--- src/logic/eeprom_pkg.sv ---
package eeprom_pkg;

    localparam int CMD_W = 20;

    typedef logic [10:0]      ee_addr_t;
    typedef logic [7:0]       ee_data_t;
    typedef logic [CMD_W-1:0] ee_cmd_t;   // {op, addr, data}
    typedef logic [31:0]      wb_data_t;

    typedef enum logic {
        OP_WRITE = 1'b0,
        OP_READ  = 1'b1
    } ee_op_e;

    localparam logic [3:0] EE_DEVICE_CODE = 4'b1010;

    // command word fields
    localparam int CMD_OP_BIT   = 19;
    localparam int CMD_ADDR_LSB = 8;

    // status word bits, rd_data sits in 7:0
    localparam int STAT_BUSY  = 10;
    localparam int STAT_NACK  = 9;
    localparam int STAT_VALID = 8;

    typedef enum logic [3:0] {
        IDLE, START, CTRL_WR, ADDR, DATA_WR,
        RESTART, CTRL_RD, DATA_RD, STOP, DONE
    } master_state_e;

endpackage

--- src/logic/cmd_fifo.sv ---
`timescale 1ns/1ns
module cmd_fifo #(
    parameter int FIFO_DEPTH = 4
) (
    input  logic                CLK,
    input  logic                RESET,
    input  logic                push,
    input  eeprom_pkg::ee_cmd_t push_data,
    input  logic                pop,
    output eeprom_pkg::ee_cmd_t pop_data,
    output logic                full,
    output logic                empty
);
    localparam int AW = (FIFO_DEPTH > 1) ? $clog2(FIFO_DEPTH) : 1;
    localparam int CW = $clog2(FIFO_DEPTH + 1);

    eeprom_pkg::ee_cmd_t mem [FIFO_DEPTH];
    logic [AW-1:0]       wr_ptr;
    logic [AW-1:0]       rd_ptr;
    logic [CW-1:0]       count;
    logic                do_push;
    logic                do_pop;

    function automatic logic [AW-1:0] next_ptr(input logic [AW-1:0] p);
        return (p == AW'(FIFO_DEPTH - 1)) ? '0 : p + AW'(1);   // depth need not be 2^n
    endfunction

    assign do_push  = push && !full;
    assign do_pop   = pop && !empty;
    assign full     = (count == CW'(FIFO_DEPTH));
    assign empty    = (count == '0);
    assign pop_data = mem[rd_ptr];   // oldest word, fall-through

    always_ff @(posedge CLK)
    begin
        if (do_push)
            mem[wr_ptr] <= push_data;
    end

    always_ff @(posedge CLK)
    begin
        if (RESET)
        begin
            wr_ptr <= '0;
            rd_ptr <= '0;
            count  <= '0;
        end
        else
        begin
            if (do_push)
                wr_ptr <= next_ptr(wr_ptr);
            if (do_pop)
                rd_ptr <= next_ptr(rd_ptr);
            case ({do_push, do_pop})
                2'b10:   count <= count + CW'(1);
                2'b01:   count <= count - CW'(1);
                default: count <= count;
            endcase
        end
    end

endmodule

--- src/logic/eeprom_ctrl_top.sv ---
`timescale 1ns/1ns
module eeprom_ctrl_top #(
    parameter int FIFO_DEPTH  = 4,
    parameter int SCL_QUARTER = 4
) (
    input  logic                 CLK,
    input  logic                 RESET,
    input  logic                 wb_cyc,
    input  logic                 wb_stb,
    input  logic                 wb_we,
    input  logic                 wb_adr,
    input  eeprom_pkg::wb_data_t wb_dat_w,
    output eeprom_pkg::wb_data_t wb_dat_r,
    output logic                 wb_ack,
    output logic                 scl,
    output logic                 sda_oe,
    input  logic                 sda_in
);
    logic                 push;
    eeprom_pkg::ee_cmd_t  push_data;
    logic                 full;
    logic                 fifo_empty;
    logic                 pop;
    eeprom_pkg::ee_cmd_t  pop_data;
    logic                 busy;
    logic                 done;
    logic                 done_nack;
    logic                 done_read;
    eeprom_pkg::ee_data_t done_data;

    wb_cmd_port u_port (
        .CLK        (CLK),
        .RESET      (RESET),
        .wb_cyc     (wb_cyc),
        .wb_stb     (wb_stb),
        .wb_we      (wb_we),
        .wb_adr     (wb_adr),
        .wb_dat_w   (wb_dat_w),
        .wb_dat_r   (wb_dat_r),
        .wb_ack     (wb_ack),
        .push       (push),
        .push_data  (push_data),
        .full       (full),
        .fifo_empty (fifo_empty),
        .busy       (busy),
        .done       (done),
        .done_nack  (done_nack),
        .done_read  (done_read),
        .done_data  (done_data)
    );

    cmd_fifo #(
        .FIFO_DEPTH (FIFO_DEPTH)
    ) u_fifo (
        .CLK       (CLK),
        .RESET     (RESET),
        .push      (push),
        .push_data (push_data),
        .pop       (pop),
        .pop_data  (pop_data),
        .full      (full),
        .empty     (fifo_empty)
    );

    i2c_eeprom_master #(
        .SCL_QUARTER (SCL_QUARTER)
    ) u_master (
        .CLK       (CLK),
        .RESET     (RESET),
        .empty     (fifo_empty),
        .pop_data  (pop_data),
        .sda_in    (sda_in),
        .pop       (pop),
        .scl       (scl),
        .sda_oe    (sda_oe),
        .busy      (busy),
        .done      (done),
        .done_nack (done_nack),
        .done_read (done_read),
        .done_data (done_data)
    );

endmodule

--- src/logic/i2c_eeprom_master.sv ---
`timescale 1ns/1ns
module i2c_eeprom_master #(
    parameter int SCL_QUARTER = 4
) (
    input  logic                 CLK,
    input  logic                 RESET,
    input  logic                 empty,
    input  eeprom_pkg::ee_cmd_t  pop_data,
    input  logic                 sda_in,
    output logic                 pop,
    output logic                 scl,
    output logic                 sda_oe,
    output logic                 busy,
    output logic                 done,
    output logic                 done_nack,
    output logic                 done_read,
    output eeprom_pkg::ee_data_t done_data
);
    localparam int QW = (SCL_QUARTER > 1) ? $clog2(SCL_QUARTER) : 1;

    eeprom_pkg::master_state_e state;
    logic [QW-1:0]             qcnt;
    logic [1:0]                quarter;
    logic                      tick;
    logic [8:0]                bit_sel;   // one-hot, bit 8 is the ack slot
    eeprom_pkg::ee_data_t      shreg;
    eeprom_pkg::ee_cmd_t       cmd;
    eeprom_pkg::ee_op_e        cmd_op;
    eeprom_pkg::ee_addr_t      cmd_addr;
    eeprom_pkg::ee_data_t      cmd_data;

    assign cmd_op   = eeprom_pkg::ee_op_e'(cmd[eeprom_pkg::CMD_OP_BIT]);
    assign cmd_addr = cmd[eeprom_pkg::CMD_ADDR_LSB +: $bits(eeprom_pkg::ee_addr_t)];
    assign cmd_data = cmd[7:0];

    assign tick      = (qcnt == QW'(SCL_QUARTER - 1));
    assign pop       = (state == eeprom_pkg::IDLE) && !empty;
    assign busy      = (state != eeprom_pkg::IDLE);
    assign done      = (state == eeprom_pkg::DONE);
    assign done_data = shreg;

    // quarter-period timing, restarted for every command
    always_ff @(posedge CLK)
    begin
        if (RESET || state == eeprom_pkg::IDLE)
        begin
            qcnt    <= '0;
            quarter <= 2'd0;
        end
        else if (tick)
        begin
            qcnt    <= '0;
            quarter <= quarter + 2'd1;
        end
        else
            qcnt <= qcnt + QW'(1);
    end

    always_ff @(posedge CLK)
    begin
        if (pop)
            cmd <= pop_data;
    end

    always_ff @(posedge CLK)
    begin
        if (RESET)
        begin
            state     <= eeprom_pkg::IDLE;
            scl       <= 1'b1;
            sda_oe    <= 1'b0;
            done_nack <= 1'b0;
            done_read <= 1'b0;
            bit_sel   <= 9'd1;
        end
        else
        begin
            case (state)
                eeprom_pkg::IDLE:
                begin
                    if (!empty)
                    begin
                        done_nack <= 1'b0;
                        done_read <= (pop_data[eeprom_pkg::CMD_OP_BIT] == eeprom_pkg::OP_READ);
                        state     <= eeprom_pkg::START;
                    end
                end

                // start and repeated start look the same on the wire
                eeprom_pkg::START, eeprom_pkg::RESTART:
                begin
                    if (tick)
                    begin
                        case (quarter)
                            2'd0: sda_oe <= 1'b0;
                            2'd1: scl    <= 1'b1;
                            2'd2: sda_oe <= 1'b1;   // sda falls with scl high
                            default:
                            begin
                                scl     <= 1'b0;
                                bit_sel <= 9'd1;
                                shreg   <= {eeprom_pkg::EE_DEVICE_CODE, cmd_addr[10:8],
                                            state == eeprom_pkg::RESTART};
                                state   <= (state == eeprom_pkg::START) ?
                                           eeprom_pkg::CTRL_WR : eeprom_pkg::CTRL_RD;
                            end
                        endcase
                    end
                end

                eeprom_pkg::CTRL_WR, eeprom_pkg::ADDR,
                eeprom_pkg::DATA_WR, eeprom_pkg::CTRL_RD:
                begin
                    if (tick)
                    begin
                        case (quarter)
                            2'd0: sda_oe <= !bit_sel[8] && !shreg[7];   // release for ack
                            2'd1: scl    <= 1'b1;
                            2'd2:
                            begin
                                if (bit_sel[8] && sda_in)
                                    done_nack <= 1'b1;
                            end
                            default:
                            begin
                                scl     <= 1'b0;
                                shreg   <= {shreg[6:0], 1'b0};
                                bit_sel <= {bit_sel[7:0], bit_sel[8]};
                                if (bit_sel[8])
                                begin
                                    if (done_nack)
                                        state <= eeprom_pkg::STOP;
                                    else if (state == eeprom_pkg::CTRL_WR)
                                    begin
                                        shreg <= cmd_addr[7:0];
                                        state <= eeprom_pkg::ADDR;
                                    end
                                    else if (state == eeprom_pkg::ADDR)
                                    begin
                                        shreg <= cmd_data;
                                        state <= (cmd_op == eeprom_pkg::OP_WRITE) ?
                                                 eeprom_pkg::DATA_WR : eeprom_pkg::RESTART;
                                    end
                                    else if (state == eeprom_pkg::CTRL_RD)
                                        state <= eeprom_pkg::DATA_RD;
                                    else
                                        state <= eeprom_pkg::STOP;
                                end
                            end
                        endcase
                    end
                end

                eeprom_pkg::DATA_RD:
                begin
                    if (tick)
                    begin
                        case (quarter)
                            2'd0: sda_oe <= 1'b0;   // master nack on the last slot
                            2'd1: scl    <= 1'b1;
                            2'd2:
                            begin
                                if (!bit_sel[8])
                                    shreg <= {shreg[6:0], sda_in};
                            end
                            default:
                            begin
                                scl     <= 1'b0;
                                bit_sel <= {bit_sel[7:0], bit_sel[8]};
                                if (bit_sel[8])
                                    state <= eeprom_pkg::STOP;
                            end
                        endcase
                    end
                end

                eeprom_pkg::STOP:
                begin
                    if (tick)
                    begin
                        case (quarter)
                            2'd0: sda_oe <= 1'b1;
                            2'd1: scl    <= 1'b1;
                            2'd2: sda_oe <= 1'b0;   // sda rises with scl high
                            default: state <= eeprom_pkg::DONE;
                        endcase
                    end
                end

                eeprom_pkg::DONE: state <= eeprom_pkg::IDLE;

                default: state <= eeprom_pkg::IDLE;
            endcase
        end
    end

endmodule

--- src/logic/wb_cmd_port.sv ---
`timescale 1ns/1ns
module wb_cmd_port (
    input  logic                 CLK,
    input  logic                 RESET,
    input  logic                 wb_cyc,
    input  logic                 wb_stb,
    input  logic                 wb_we,
    input  logic                 wb_adr,
    input  eeprom_pkg::wb_data_t wb_dat_w,
    output eeprom_pkg::wb_data_t wb_dat_r,
    output logic                 wb_ack,
    output logic                 push,
    output eeprom_pkg::ee_cmd_t  push_data,
    input  logic                 full,
    input  logic                 fifo_empty,
    input  logic                 busy,
    input  logic                 done,
    input  logic                 done_nack,
    input  logic                 done_read,
    input  eeprom_pkg::ee_data_t done_data
);
    logic                 req;
    logic                 cmd_wr;
    logic                 stat_rd;
    logic                 nack;
    logic                 rd_valid;
    eeprom_pkg::ee_data_t rd_data;
    eeprom_pkg::wb_data_t status;

    assign req     = wb_cyc && wb_stb && !wb_ack;   // no second hit in the ack cycle
    assign cmd_wr  = req && wb_we && (wb_adr == 1'b0);
    assign stat_rd = req && !wb_we && (wb_adr == 1'b1);

    assign push      = cmd_wr && !full;
    assign push_data = wb_dat_w[eeprom_pkg::CMD_W-1:0];

    always_comb
    begin
        status = '0;
        status[eeprom_pkg::STAT_BUSY]  = busy || !fifo_empty;
        status[eeprom_pkg::STAT_NACK]  = nack;
        status[eeprom_pkg::STAT_VALID] = rd_valid;
        status[7:0]                    = rd_data;
    end

    // full fifo stalls the ack until a word leaves
    always_ff @(posedge CLK)
    begin
        if (RESET)
            wb_ack <= 1'b0;
        else
            wb_ack <= req && !(cmd_wr && full);
    end

    always_ff @(posedge CLK)
    begin
        if (req && !wb_we)
            wb_dat_r <= stat_rd ? status : '0;
    end

    // a finishing command wins over the read clear
    always_ff @(posedge CLK)
    begin
        if (RESET)
        begin
            nack     <= 1'b0;
            rd_valid <= 1'b0;
        end
        else if (done)
        begin
            nack <= nack || done_nack;
            if (done_read && !done_nack)
                rd_valid <= 1'b1;
        end
        else if (stat_rd)
        begin
            nack     <= 1'b0;
            rd_valid <= 1'b0;
        end
    end

    always_ff @(posedge CLK)
    begin
        if (RESET)
            rd_data <= '0;
        else if (done)
        begin
            if (done_read && !done_nack)
                rd_data <= done_data;
        end
        else if (stat_rd)
            rd_data <= '0;
    end

endmodule

--- config.mk ---
export PLATFORM = sky130hd
export DESIGN_NAME = eeprom_ctrl_top
export DESIGN_NICKNAME = d
export VERILOG_FILES = /design/src/logic/eeprom_pkg.sv /design/src/logic/cmd_fifo.sv /design/src/logic/eeprom_ctrl_top.sv /design/src/logic/i2c_eeprom_master.sv /design/src/logic/wb_cmd_port.sv
export SDC_FILE = /design/constraint.sdc
export NUM_CORES = 1
export LEC_CHECK = 0
export BUFFER_PORTS_ARGS = -buffer_cell sky130_fd_sc_hd__buf_2
export CAP_MARGIN = 5
export CORE_MARGIN = 2
export CORE_UTILIZATION = 40
export DETAILED_ROUTE_END_ITERATION = 7
export MAX_ROUTING_LAYER = met4
export PLACE_DENSITY = 0.58
export SYNTH_ARGS = -nofsm -noshare
export SYNTH_HDL_FRONTEND = slang
export SYNTH_SLANG_ARGS = --single-unit
--- constraint.sdc ---
create_clock -name CLK -period 2.25 [get_ports CLK]
set_clock_uncertainty 0.05 [all_clocks]
set_input_delay 0.225 -clock CLK [delete_from_list [all_inputs] [get_ports CLK]]
set_output_delay 0.225 -clock CLK [all_outputs]
set_load 0.005 [all_outputs]
==> flow_metrics.py <==
metrics = {
    "placed_design": {
        "post-dp-hpwl_mm": 7.60,
        "io_buffers": 40,
        "place.gp.congestion": 0.815,
    },
    "yosys": {
        "synthTopCellsByCount": "edfxtp_1 (119), dfxtp_1 (41), nor2_1 (29), buf_4 (22), mux4_2 (20)",
        "synth-main-ff-cell": "edfxtp_1",
        "yosysWarnings": 0,
        "yosysMostFrequentCell": "edfxtp_1",
        "ys_top_cells_by_area": "edfxtp_1 (54%), dfxtp_1 (12%), mux4_2 (6.8%)",
        "async_reset_ff_share_pct": 0,
        "avgSynthCellArea_um2": 15.0,
        "synth.distinct_cells": 62,
        "yosysTopAreaCellShare_pct": 54.3,
        "synth_edf_count": 119,
        "syn_area_um2": 6580,
        "ys_seq_elements": 160,
        "netlist_instances": 437,
        "synth_top_cell_by_area": "edfxtp_1",
        "synth-seq-area-share_pct": 66.8,
    },
    "timing": {
        "drv_slew": 0,
        "tightest_slew_ns": 0.534,
        "timing.setup.tns_ns": 0,
        "period_minus_slack_ns": 2.12,
        "finalCritPeriodShare_pct": 94.1,
        "maxSlewHeadroom_pct": 64.3,
        "setup_viol": 0,
        "fmax_ghz": 0.472,
        "hold_viol": 0,
    },
    "cts": {
        "clock_sinks": 160,
        "insertion_delay_ns": 0.42,
        "cts_made_buffers": 17,
        "clk_path_buf_depth": 2,
        "clk_pin_slew_ns": 0.07,
        "h-tree-depth": 4,
        "root_buffer": "clkbuf_16",
        "cts_tree": "yes",
    },
    "grt": {
        "grt_pass1_wl_mm": 19.0,
        "grt-ovfl-total": 0,
        "antenna_found_initial": 0,
        "grt_start_max_net_pins": 29,
        "grt.total_usage_pct": 14.7,
        "grt_pass1_vias": 3540,
    },
    "floorplanning": {
        "start_util_pct": 41.1,
        "ios": 74,
        "rows": 46,
        "die-area_um2": 17500,
        "dieWidth_um": 132,
        "die_h_um": 132,
        "core_area_um2": 16000,
    },
    "finish": {
        "antenna_cells": 0,
        "syn2layout_area_growth_pct": 19.9,
        "layout.nets": 569,
        "drive_gt1_share_pct": 25.0,
        "fillers": 1386,
    },
    "worst_setup_path": {
        "required_ns": 2.56,
        "critPathLaunchType": "register",
        "path_max_fanout": 2,
        "crit_path_end_kind": "register",
        "cp.arrival_ns": 2.43,
        "criticalPathCategory": "register to register",
    },
    "min_path": {
        "min_path_type": "input pin to register",
    },
    "routing": {
        "drt_pass1_iterations": 8,
        "drtAntennaViolNets": 0,
        "via_count": 3694,
        "avgRoutedWirePerCell_um": 15.6,
        "drcViolationCount": 0,
        "wl_mm": 11.7,
        "drt_iter0_markers": 311,
        "routed_via_density": 4.95,
    },
    "power_and_ir_drop": {
        "ir_worst_vdd_mv": 0.592,
        "leakagePower_nw": 2.73,
        "power_density_nw_per_um2": 980,
        "p_total_mw": 7.73,
    },
    "job": {
        "max_cap_violations": 0,
    },
    "outcome": {
        "outcome": "complete, no violations",
    },
}
[critical path, stage by stage (launching register included)]
cell	delay [ns]
dfxtp_1	0.31
or3_4	0.39
nor3_2	0.13
ha_2	0.20
inv_1	0.05
fa_2	0.33
xor2_1	0.16
or3_1	0.30
a21oi_1	0.13
[sequential cells by signal, summed over array words and instances, names as in the netlist, 2 cells and up, named ones only]
name / flops
u_port.wb_dat_r: 11
u_fifo.rd_ptr: 2
u_fifo.mem: 80
u_port.rd_data: 8
u_master.quarter: 2
u_master.state: 4
u_fifo.count: 3
u_master.bit_sel: 9
u_master.qcnt: 2
u_master.cmd: 20
u_fifo.wr_ptr: 2
u_master.done_data: 8
[cell families after synthesis]
kind of cell / synth area share [%]
xor+xnor: 0.533
compound gates: 7.31
fa+ha+maj: 2.40
mux: 8.98
simple gates: 8.98
other cells: 0.0570
flops: 66.8
buf+inv: 4.93
[worst paths after layout]
path                             startpoint                            to  slack [ns]  depth (start not counted)
max reg2reg  u_master.state[0]$_SDFFE_PP0P_  u_fifo.count[2]$_SDFFE_PP0P_        0.13                          8
max          u_master.state[0]$_SDFFE_PP0P_  u_fifo.count[2]$_SDFFE_PP0P_        0.13                          8
min                            wb_dat_w[18]   u_fifo.mem[2][18]$_DFFE_PP_        0.02                          1
min reg2reg     u_master.qcnt[0]$_SDFF_PP0_   u_master.qcnt[0]$_SDFF_PP0_        0.38                          1
[timing repair]
| item | CTS | global route |
|---|---|---|
| hold buffers | 21 | 0 |
| gates resized for setup | 0 | 1 |
| setup endpoints to repair | 0 | 1 |
| buffers inserted | 0 | 1 |
| endpoints found under the hold margin | 78 | 0 |
[layout by cell type, fill, tap and decap left out, drive strengths merged, types with 2 or more instances in the layout]
cell type    Yosys  routed
ha              11      11
nand3b           2       2
a221o            3       3
xnor2            2       2
clkbuf          11      18
and2            14      14
o21bai           2       2
nor2            30      30
conb             1      21
buf             34      66
o21ai            7       7
nand4            3       3
a31oi            2       2
or2              3       3
dfxtp           41      41
clkinvlp         0       2
mux4            20      20
a311oi           2       2
inv             13      17
or3              4       4
nor2b            6       6
dlygate4sd3      0      21
nor4b            3       3
nand2           11      11
a21o             2       2
a211oi           2       2
a22o             8       8
a21oi           17      17
xor2             2       2
edfxtp         119     119
a211o            2       2
nand2b           6       6
mux2i           14      14
nor4             2       2
clkinv           0       7
a22oi           10      10
nor3            10      10
[area by class of cell]
cell class	instances	area, um2	area share, %
flip-flops and latches	160	4390	55.7
well taps	216	270	3.43
inverters	13	48.8	0.619
multi-input cells	239	1950	24.8
repair buffers	87	656	8.32
clock buffers	18	429	5.44
clock inverters	14	131	1.67
[per-stage QoR]
step	hold WS [ns]	instances	util (%)	cell area [um2]	setup slack, ns
final	0.0228	747	49.3	7880	0.133
after global routing	0.00704	747	49.3	7880	-0.00291
after floorplan	0.274	457	-	6670	-0.0138
after detailed placement	0.373	693	44.4	7100	0.0615
after global placement	0.364	693	44.4	7100	0.121
after CTS	0.000836	746	49.2	7870	0.0193
[power by group]
part	leakage [nW]	switching [mW]	internal (mW)
clock	0.271	1.17	1.54
sequential	1.41	0.103	3.54
combinational	1.05	0.753	0.627
[routing by layer]
layer / wire (um) / vias to the layer above / GRT usage [%]
met5: 0 / - / -
met4: 120 / 0 / 5.68
met3: 370 / 13 / 3.65
met2: 5860 / 80 / 23.1
met1: 5330 / 1827 / 18.3
li1: - / 1774 / -
No activity file was read; power rests on OpenSTA's default activity.
